File: src/mips_pkg.sv
package mips_pkg;

    typedef logic [4:0]  reg_addr_t;
    typedef logic [31:0] instr_t;
    typedef logic [5:0]  funct_t;
    typedef logic [5:0]  opcode_t;

    // I-type ALU selection; R-types defer to the funct field.
    typedef enum logic [1:0] {
        sel_funct,
        sel_add,
        sel_slt,
        sel_sltu
    } alu_sel_t;

    localparam reg_addr_t reg_zero = 5'd0;

    ////////////////////////////////////////////////////////////////////
    // Primary opcodes.
    localparam opcode_t op_rtype = 6'h00;
    localparam opcode_t op_addi  = 6'h08;
    localparam opcode_t op_addiu = 6'h09;
    localparam opcode_t op_slti  = 6'h0a;
    localparam opcode_t op_sltiu = 6'h0b;

    ////////////////////////////////////////////////////////////////////
    // R-type function codes.
    localparam funct_t fn_sll  = 6'h00;
    localparam funct_t fn_srl  = 6'h02;
    localparam funct_t fn_sra  = 6'h03;
    localparam funct_t fn_add  = 6'h20;
    localparam funct_t fn_addu = 6'h21;
    localparam funct_t fn_sub  = 6'h22;
    localparam funct_t fn_subu = 6'h23;
    localparam funct_t fn_and  = 6'h24;
    localparam funct_t fn_or   = 6'h25;
    localparam funct_t fn_xor  = 6'h26;
    localparam funct_t fn_nor  = 6'h27;
    localparam funct_t fn_slt  = 6'h2a;
    localparam funct_t fn_sltu = 6'h2b;

endpackage

File: src/pipe_if.sv
`timescale 1ns/10ps

// Decoded instruction bundle between decode and execute.
interface id_ex_if #(
    parameter int data_width = 32
);
    logic                  valid;
    mips_pkg::funct_t      funct;
    logic [data_width-1:0] rd1;
    logic [data_width-1:0] rd2;
    mips_pkg::reg_addr_t   rs;
    mips_pkg::reg_addr_t   rt;
    mips_pkg::reg_addr_t   rd;
    logic [data_width-1:0] sign_imm;
    logic [data_width-1:0] se_shamt;
    logic                  enable_wreg;
    mips_pkg::alu_sel_t    alu_alt_ctrl;
    logic                  b_alu_input;  // Immediate as operand B.
    logic                  apply_shift;
    logic                  reg_dst_rtrd; // High selects rd.

    modport source (output valid, funct, rd1, rd2, rs, rt, rd, sign_imm, se_shamt,
                    enable_wreg, alu_alt_ctrl, b_alu_input, apply_shift, reg_dst_rtrd);
    modport sink (input valid, funct, rd1, rd2, rs, rt, rd, sign_imm, se_shamt,
                  enable_wreg, alu_alt_ctrl, b_alu_input, apply_shift, reg_dst_rtrd);
endinterface

// Writeback result.
interface wb_if #(
    parameter int data_width = 32
);
    logic                  valid;
    mips_pkg::reg_addr_t   dest;
    logic [data_width-1:0] data;
    logic                  enable_wreg;

    modport source (output valid, dest, data, enable_wreg);
    modport sink (input valid, dest, data, enable_wreg);
endinterface

File: src/decode_stage.sv
`timescale 1ns/10ps

module decode_stage #(
    parameter int data_width = 32
) (
    input  logic                  instr_valid,
    input  mips_pkg::instr_t      instr,
    output mips_pkg::reg_addr_t   rf_ra1,
    output mips_pkg::reg_addr_t   rf_ra2,
    input  logic [data_width-1:0] rf_rd1,
    input  logic [data_width-1:0] rf_rd2,
    id_ex_if.source               dec
);
    typedef logic [data_width-1:0] data_t;

    mips_pkg::opcode_t   opcode;
    mips_pkg::funct_t    funct;
    mips_pkg::reg_addr_t rs;
    mips_pkg::reg_addr_t rt;
    mips_pkg::reg_addr_t rd;
    logic [4:0]          shamt;
    logic                supported;
    logic                use_rd;

    assign opcode = instr[31:26];
    assign rs     = instr[25:21];
    assign rt     = instr[20:16];
    assign rd     = instr[15:11];
    assign shamt  = instr[10:6];
    assign funct  = instr[5:0];

    assign rf_ra1 = rs;
    assign rf_ra2 = rt;

    assign dec.valid    = instr_valid;
    assign dec.funct    = funct;
    assign dec.rd1      = rf_rd1;
    assign dec.rd2      = rf_rd2;
    assign dec.rs       = rs;
    assign dec.rt       = rt;
    assign dec.rd       = rd;
    assign dec.sign_imm = data_t'(signed'(instr[15:0]));
    assign dec.se_shamt = data_t'(signed'(shamt));

    ////////////////////////////////////////////////////////////////////
    // Control decode.
    always_comb
    begin
        supported        = 1'b0;
        use_rd           = 1'b0;
        dec.alu_alt_ctrl = mips_pkg::sel_funct;
        dec.b_alu_input  = 1'b0;
        dec.apply_shift  = 1'b0;
        case (opcode)
            mips_pkg::op_rtype:
            begin
                use_rd = 1'b1;
                case (funct)
                    mips_pkg::fn_sll, mips_pkg::fn_srl, mips_pkg::fn_sra:
                    begin
                        supported       = 1'b1;
                        dec.apply_shift = 1'b1;
                    end
                    mips_pkg::fn_add, mips_pkg::fn_addu, mips_pkg::fn_sub,
                    mips_pkg::fn_subu, mips_pkg::fn_and, mips_pkg::fn_or,
                    mips_pkg::fn_xor, mips_pkg::fn_nor, mips_pkg::fn_slt,
                    mips_pkg::fn_sltu:
                        supported = 1'b1;
                    default:
                        supported = 1'b0; // Unknown funct is a no-op.
                endcase
            end
            mips_pkg::op_addi, mips_pkg::op_addiu:
            begin
                supported        = 1'b1;
                dec.alu_alt_ctrl = mips_pkg::sel_add;
                dec.b_alu_input  = 1'b1;
            end
            mips_pkg::op_slti:
            begin
                supported        = 1'b1;
                dec.alu_alt_ctrl = mips_pkg::sel_slt;
                dec.b_alu_input  = 1'b1;
            end
            mips_pkg::op_sltiu:
            begin
                supported        = 1'b1;
                dec.alu_alt_ctrl = mips_pkg::sel_sltu;
                dec.b_alu_input  = 1'b1;
            end
            default:
                supported = 1'b0;
        endcase
    end

    assign dec.reg_dst_rtrd = use_rd;
    // Writes to r0 are dropped here.
    assign dec.enable_wreg  = supported && ((use_rd ? rd : rt) != mips_pkg::reg_zero);

endmodule

File: src/execute_stage.sv
`timescale 1ns/10ps

module execute_stage #(
    parameter int data_width = 32
) (
    input  logic  clk_i,
    input  logic  reset_i,
    id_ex_if.sink ex,
    wb_if.source  wb
);
    typedef logic [data_width-1:0] data_t;

    logic                fwd_ok;
    data_t               rs_val;
    data_t               rt_val;
    data_t               alu_b;
    data_t               alu_res;
    data_t               shift_res;
    data_t               result;
    logic [4:0]          shamt;
    mips_pkg::reg_addr_t dest;

    ////////////////////////////////////////////////////////////////////
    // Operand forwarding from the writeback register.
    assign fwd_ok = wb.valid && wb.enable_wreg;
    assign rs_val = (fwd_ok && (wb.dest == ex.rs)) ? wb.data : ex.rd1;
    assign rt_val = (fwd_ok && (wb.dest == ex.rt)) ? wb.data : ex.rd2;

    assign alu_b = ex.b_alu_input ? ex.sign_imm : rt_val;
    assign shamt = ex.se_shamt[4:0];

    always_comb
    begin
        case (ex.alu_alt_ctrl)
            mips_pkg::sel_add:  alu_res = rs_val + alu_b;
            mips_pkg::sel_slt:  alu_res = data_t'($signed(rs_val) < $signed(alu_b));
            mips_pkg::sel_sltu: alu_res = data_t'(rs_val < alu_b);
            default:
            begin
                case (ex.funct)
                    mips_pkg::fn_add, mips_pkg::fn_addu:
                        alu_res = rs_val + alu_b;      // No overflow trap.
                    mips_pkg::fn_sub, mips_pkg::fn_subu:
                        alu_res = rs_val - alu_b;
                    mips_pkg::fn_and:  alu_res = rs_val & alu_b;
                    mips_pkg::fn_or:   alu_res = rs_val | alu_b;
                    mips_pkg::fn_xor:  alu_res = rs_val ^ alu_b;
                    mips_pkg::fn_nor:  alu_res = ~(rs_val | alu_b);
                    mips_pkg::fn_slt:
                        alu_res = data_t'($signed(rs_val) < $signed(alu_b));
                    mips_pkg::fn_sltu:
                        alu_res = data_t'(rs_val < alu_b);
                    default: alu_res = '0;
                endcase
            end
        endcase
    end

    // Shifts act on rt.
    always_comb
    begin
        case (ex.funct)
            mips_pkg::fn_srl: shift_res = rt_val >> shamt;
            mips_pkg::fn_sra: shift_res = $signed(rt_val) >>> shamt;
            default:          shift_res = rt_val << shamt;
        endcase
    end

    assign result = ex.apply_shift ? shift_res : alu_res;
    assign dest   = ex.reg_dst_rtrd ? ex.rd : ex.rt;

    ////////////////////////////////////////////////////////////////////
    // Writeback register.
    always_ff @(posedge clk_i, posedge reset_i)
    begin
        if (reset_i)
        begin
            wb.valid       <= 1'b0;
            wb.enable_wreg <= 1'b0;
        end
        else
        begin
            wb.valid       <= ex.valid;
            wb.enable_wreg <= ex.enable_wreg;
        end
    end

    always_ff @(posedge clk_i)
    begin
        wb.dest <= dest;
        wb.data <= result;
    end

endmodule

File: src/id_ex_flopr.sv
`timescale 1ns/10ps

module id_ex_flopr #(
    parameter int data_width = 32
) (
    input  logic   clk_i,
    input  logic   reset_i,
    input  logic   flush,
    id_ex_if.sink   id,
    id_ex_if.source ex
);
    localparam logic [data_width-1:0] zero_word = '0;

    always_ff @(posedge clk_i, posedge reset_i)
    begin
        if (reset_i)
        begin
            ex.valid        <= 1'b0;
            ex.funct        <= '0;
            ex.rd1          <= zero_word;
            ex.rd2          <= zero_word;
            ex.rs           <= '0;
            ex.rt           <= '0;
            ex.rd           <= '0;
            ex.sign_imm     <= zero_word;
            ex.se_shamt     <= zero_word;
            ex.enable_wreg  <= 1'b0;
            ex.alu_alt_ctrl <= mips_pkg::sel_funct;
            ex.b_alu_input  <= 1'b0;
            ex.apply_shift  <= 1'b0;
            ex.reg_dst_rtrd <= 1'b0;
        end
        else if (flush)             // Bubble.
        begin
            ex.valid        <= 1'b0;
            ex.funct        <= '0;
            ex.rd1          <= zero_word;
            ex.rd2          <= zero_word;
            ex.rs           <= '0;
            ex.rt           <= '0;
            ex.rd           <= '0;
            ex.sign_imm     <= zero_word;
            ex.se_shamt     <= zero_word;
            ex.enable_wreg  <= 1'b0;
            ex.alu_alt_ctrl <= mips_pkg::sel_funct;
            ex.b_alu_input  <= 1'b0;
            ex.apply_shift  <= 1'b0;
            ex.reg_dst_rtrd <= 1'b0;
        end
        else
        begin
            ex.valid        <= id.valid;
            ex.funct        <= id.funct;
            ex.rd1          <= id.rd1;
            ex.rd2          <= id.rd2;
            ex.rs           <= id.rs;
            ex.rt           <= id.rt;
            ex.rd           <= id.rd;
            ex.sign_imm     <= id.sign_imm;
            ex.se_shamt     <= id.se_shamt;
            ex.enable_wreg  <= id.enable_wreg;
            ex.alu_alt_ctrl <= id.alu_alt_ctrl;
            ex.b_alu_input  <= id.b_alu_input;
            ex.apply_shift  <= id.apply_shift;
            ex.reg_dst_rtrd <= id.reg_dst_rtrd;
        end
    end

endmodule

File: src/mips_core_top.sv
`timescale 1ns/10ps

module mips_core_top #(
    parameter int data_width = 32
) (
    input  logic                  clk_i,
    input  logic                  reset_i,
    input  logic                  instr_valid,
    input  mips_pkg::instr_t      instr,
    input  logic                  flush,
    output logic                  wb_valid,
    output mips_pkg::reg_addr_t   wb_reg,
    output logic [data_width-1:0] wb_data
);
    mips_pkg::reg_addr_t   rf_ra1;
    mips_pkg::reg_addr_t   rf_ra2;
    logic [data_width-1:0] rf_rd1;
    logic [data_width-1:0] rf_rd2;

    id_ex_if #(.data_width(data_width)) dec_bus ();
    id_ex_if #(.data_width(data_width)) ex_bus ();
    wb_if    #(.data_width(data_width)) wb_bus ();

    ////////////////////////////////////////////////////////////////////
    // Decode and register read.
    decode_stage #(.data_width(data_width)) decode_i (
        .instr_valid (instr_valid),
        .instr       (instr),
        .rf_ra1      (rf_ra1),
        .rf_ra2      (rf_ra2),
        .rf_rd1      (rf_rd1),
        .rf_rd2      (rf_rd2),
        .dec         (dec_bus.source)
    );

    reg_file #(.data_width(data_width)) reg_file_i (
        .clk_i   (clk_i),
        .reset_i (reset_i),
        .ra1     (rf_ra1),
        .ra2     (rf_ra2),
        .rd1     (rf_rd1),
        .rd2     (rf_rd2),
        .wb      (wb_bus.sink)
    );

    ////////////////////////////////////////////////////////////////////
    // Pipeline register and execute.
    id_ex_flopr #(.data_width(data_width)) id_ex_i (
        .clk_i   (clk_i),
        .reset_i (reset_i),
        .flush   (flush),
        .id      (dec_bus.sink),
        .ex      (ex_bus.source)
    );

    execute_stage #(.data_width(data_width)) execute_i (
        .clk_i   (clk_i),
        .reset_i (reset_i),
        .ex      (ex_bus.sink),
        .wb      (wb_bus.source)
    );

    assign wb_valid = wb_bus.valid & wb_bus.enable_wreg; // Register writes only.
    assign wb_reg   = wb_bus.dest;
    assign wb_data  = wb_bus.data;

endmodule

File: src/reg_file.sv
`timescale 1ns/10ps

module reg_file #(
    parameter int data_width = 32
) (
    input  logic                  clk_i,
    input  logic                  reset_i,
    input  mips_pkg::reg_addr_t   ra1,
    input  mips_pkg::reg_addr_t   ra2,
    output logic [data_width-1:0] rd1,
    output logic [data_width-1:0] rd2,
    wb_if.sink                    wb
);
    typedef logic [data_width-1:0] data_t;

    data_t               regs [1:31]; // r0 has no storage.
    logic                wr_en;
    mips_pkg::reg_addr_t wr_dest;
    data_t               wr_data;

    assign wr_en   = wb.valid && wb.enable_wreg && (wb.dest != mips_pkg::reg_zero);
    assign wr_dest = wb.dest;
    assign wr_data = wb.data;

    always_ff @(posedge clk_i, posedge reset_i)
    begin
        if (reset_i)
        begin
            for (int i = 1; i < 32; i++)
                regs[i] <= '0;
        end
        else if (wr_en)
            regs[wr_dest] <= wr_data;
    end

    // Write data bypasses the array on a same-cycle read.
    assign rd1 = (ra1 == mips_pkg::reg_zero)    ? '0      :
                 (wr_en && (wr_dest == ra1))    ? wr_data : regs[ra1];
    assign rd2 = (ra2 == mips_pkg::reg_zero)    ? '0      :
                 (wr_en && (wr_dest == ra2))    ? wr_data : regs[ra2];

endmodule

File: config.mk
export PLATFORM = sky130hd
export DESIGN_NAME = mips_core_top
export DESIGN_NICKNAME = d
export VERILOG_FILES = /design/src/mips_pkg.sv /design/src/pipe_if.sv /design/src/decode_stage.sv /design/src/execute_stage.sv /design/src/id_ex_flopr.sv /design/src/mips_core_top.sv /design/src/reg_file.sv
export SDC_FILE = /design/constraint.sdc
export NUM_CORES = 2
export LEC_CHECK = 0
export BUFFER_PORTS_ARGS = -buffer_cell sky130_fd_sc_hd__buf_2
export CORE_UTILIZATION = 50
export CTS_CLUSTER_DIAMETER = 60
export DETAILED_ROUTE_END_ITERATION = 10
export GPL_TIMING_DRIVEN = 0
export PLACE_DENSITY = 0.68
export SLEW_MARGIN = 20
export SYNTH_ARGS = -nofsm -noshare
export SYNTH_HDL_FRONTEND = slang
export SYNTH_HIERARCHICAL = 1
export SYNTH_SLANG_ARGS = --single-unit
File: constraint.sdc
create_clock -name clk_i -period 29.4 [get_ports clk_i]
set_input_delay 0 -clock clk_i [delete_from_list [all_inputs] [get_ports clk_i]]
set_output_delay 0 -clock clk_i [all_outputs]
set_load 0.005 [all_outputs]
==> results.md <==
* Clock latency of the later-clocked register in the worst-skew pair at 0.81 ns
* Final wirelength at roughly 300 mm
* Routed vias at 54800
* RSZ-0062 raised after global routing: no
* Floorplan die width at between 300 and 400 microns
* Number of pins exceeding their max-slew limit in the final report at 0
* Data arrival at the endpoint of the critical path at 7.79 ns
* Post-route minimum period at 7.06 ns
* Sinks on Clock Net at 1160
* Number of vias per cell after detailed routing at 6.90
* Post-place setup slack at 22.70 ns
* Inserted Clock Buffers at 135
* GR Util All Layers at 0.410
* Tot Pwr at about 3700 uW
* CTS Root Cell: sky130_fd_sc_hd__clkbuf_16
* Min-Delay Path Class: primary input to flip-flop
* Maximum clock path buffer count at 3
* Die height at 378 microns
* F_max at 142 MHz
* Estimated wirelength of the detail-placed design at roughly 220 mm
* TritonCTS clock tree: built
* Leakage power at 0.0363 uW
* Total standard cell area after synthesis at slightly above 70000 sq um
* Synth warnings at 6
* Routability congestion estimate at 1.07
* Die area at between 100000 and 150000 sq um
* Layout area overhead at 11.4%
* Clock transition at the register clock pins on the worst setup and hold paths after CTS at approximately 0.060 ns
* Final Hold Vio Count at 0
* Classification of the worst setup path: flip-flop to flip-flop
* Number of optimization iterations in the first detailed-route pass at 8
* Worst slew pin tran at 1.35 ns
* Max-cap check violation count at 0
* # nets final at 6095
* Core area at ~140000 sq um
* Count of standard-cell rows at 137
* Setup TNS after final layout at 0 ns
* I/O pin cnt at 74
* Crit. End Element: flip-flop
* Starting density of the core at 0.505
* PnR worst setup slack at 22.34 ns
* Share of cells above drive strength 1 at 0.385
* Critical path fanouts, max at 10
* Relative slew slack at 0.0997
* Startpoint class of the critical path: flip-flop
* Quantity of I/O buffers inserted on ports at 61
* Wire length of the first global-routing pass at a little over 400 mm
* Remaining number of nets flagged by the antenna check after routing at 0
* Outcome: completed
* Number of nets produced by synthesis at about 5800
* PD cells at 47.5 nW/um^2
* Final routed DRC violation total at 0
* Total global routing overflow at 0
* Peak ir drop on the vdd network at between 50 and 60 uV
* Total setup violations reported at the end of the flow at 0
* Period Utilization, post-route at 0.240
* First-iteration detailed-routing DRC count at 7542
* Required time reported for the critical path endpoint at approximately 30 ns
* Pin count of the biggest net entering global routing at 104
* Number of filler instances in the final layout at 11700
* Gate count of the mapped netlist at ~5700
* Final clock skew at roughly 0.036 ns
* Per-cell routed wire length at 36.8 microns
* Depth of the CTS H-tree at 4
* Number of antenna violations at the first check in global routing at 22
* Vias in the first global route at between 50000 and 60000
* Avg Cell Area, Syn at 12.4 sq um
* Count of cells resized by post-cts repair at 0
-- worst max-delay path, stage by stage (launching register included) --
cell                        delay, ns
sky130_fd_sc_hd__dfxtp_1         0.61
sky130_fd_sc_hd__xor2_1          0.17
sky130_fd_sc_hd__nor4_2          0.35
sky130_fd_sc_hd__nand4_2         0.31
sky130_fd_sc_hd__buf_6           0.29
sky130_fd_sc_hd__mux2i_2         0.36
sky130_fd_sc_hd__inv_1           0.14
sky130_fd_sc_hd__mux2_2          0.36
sky130_fd_sc_hd__ha_1            0.30
sky130_fd_sc_hd__buf_2           0.19
sky130_fd_sc_hd__and4_1          0.25
sky130_fd_sc_hd__a221oi_1        0.76
sky130_fd_sc_hd__a2111oi_2       0.32
sky130_fd_sc_hd__a221o_2         0.46
sky130_fd_sc_hd__a211oi_1        1.05
sky130_fd_sc_hd__o21ai_0         0.39
sky130_fd_sc_hd__a311oi_1        0.33
sky130_fd_sc_hd__o21ai_0         0.13
sky130_fd_sc_hd__a31oi_1         0.17
-- final cells by class --
cell class              count  area (sq um)  share of cell area
diodes                     12          30.0            0.000382
clock inverters            38           455             0.00580
clock buffers             201          3940              0.0502
repair buffers            130          1180              0.0150
multi-input cells        3722         37600               0.479
inverters                 132           510             0.00650
flip-flops and latches   1160         28800               0.367
plain buffers             663          3580              0.0457
well taps                1876          2350              0.0299
-- sequential cells by signal (all words and copies together), names as in the netlist --
| name | count |
|---|---|
| id_ex_i/ex.enable_wreg | 1 |
| id_ex_i/ex.rd1 | 32 |
| execute_i/wb.dest | 5 |
| reg_file_i/regs | 992 |
| id_ex_i/ex.se_shamt | 5 |
| execute_i/wb.valid | 1 |
| id_ex_i/ex.rs | 5 |
| id_ex_i/ex.alu_alt_ctrl | 2 |
| id_ex_i/ex.apply_shift | 1 |
| id_ex_i/ex.valid | 1 |
| id_ex_i/ex.b_alu_input | 1 |
| id_ex_i/ex.funct | 6 |
| id_ex_i/ex.sign_imm | 32 |
| execute_i/wb.data | 32 |
| id_ex_i/ex.reg_dst_rtrd | 1 |
| id_ex_i/ex.rd2 | 32 |
| id_ex_i/ex.rd | 5 |
| execute_i/wb.enable_wreg | 1 |
| id_ex_i/ex.rt | 5 |
-- path summary, 6_finish.rpt --
path / start / endpoint / slack [ns] / depth (start not counted)
max: execute_i/wb.dest[2]$_DFF_P_ / execute_i/wb.data[31]$_DFF_P_ / 22.34 / 18
min: instr[25] / id_ex_i/ex.rd1[2]$_DFF_PP0_ / 0.06 / 6
max reg2reg: execute_i/wb.dest[2]$_DFF_P_ / execute_i/wb.data[31]$_DFF_P_ / 22.34 / 18
min reg2reg: id_ex_i/ex.valid$_DFF_PP0_ / execute_i/wb.valid$_DFF_PP0_ / 0.35 / 0
max in group asynchronous: reset_i / reg_file_i/regs[150]$_DFFE_PP0P_ / 26.80 / 7
min in group asynchronous: reset_i / execute_i/wb.valid$_DFF_PP0_ / 0.37 / 4
-- repair_timing --
item,CTS,global route
endpoints found under the hold margin,575,0
hold buffers,55,0
setup buffers,0,0
-- cells in the final DEF, fill, tap and decap left out, drive strengths merged, types with 113 or more instances in the layout --
cell type	count
mux2	1128
dfrtp	1123
buf	520
mux4	481
clkbuf	419
nor2	264
nand2	205
a21oi	196
mux2i	185
nor2b	148
a22oi	139
inv	135
o21ai	129
ha	113
-- per-stage QoR --
step,hold slack (ns),utilization,instances,area (sq um)
2_1_floorplan,-0.259,-,5677,70500
3_3_place_gp,-0.136,0.524,7614,73200
3_5_place_dp,-0.0429,0.526,7627,73500
4_1_cts,0.00888,0.562,7921,78500
5_1_grt,0.0517,0.562,7923,78500
6_report,0.0606,0.562,7934,78500
-- per-layer routing --
layer	share of wire	global-route usage
met1	0.36	0.497
met2	0.44	0.615
met3	0.11	0.132
met4	0.088	0.299
met5	0.00012	0
-- where the power goes --
group          internal, uW  switching [uW]  total (uW)
clock network           963             717        1680
registers              1610            15.6        1620
logic                   130             300         430
(Power assumes the default switching activity.)
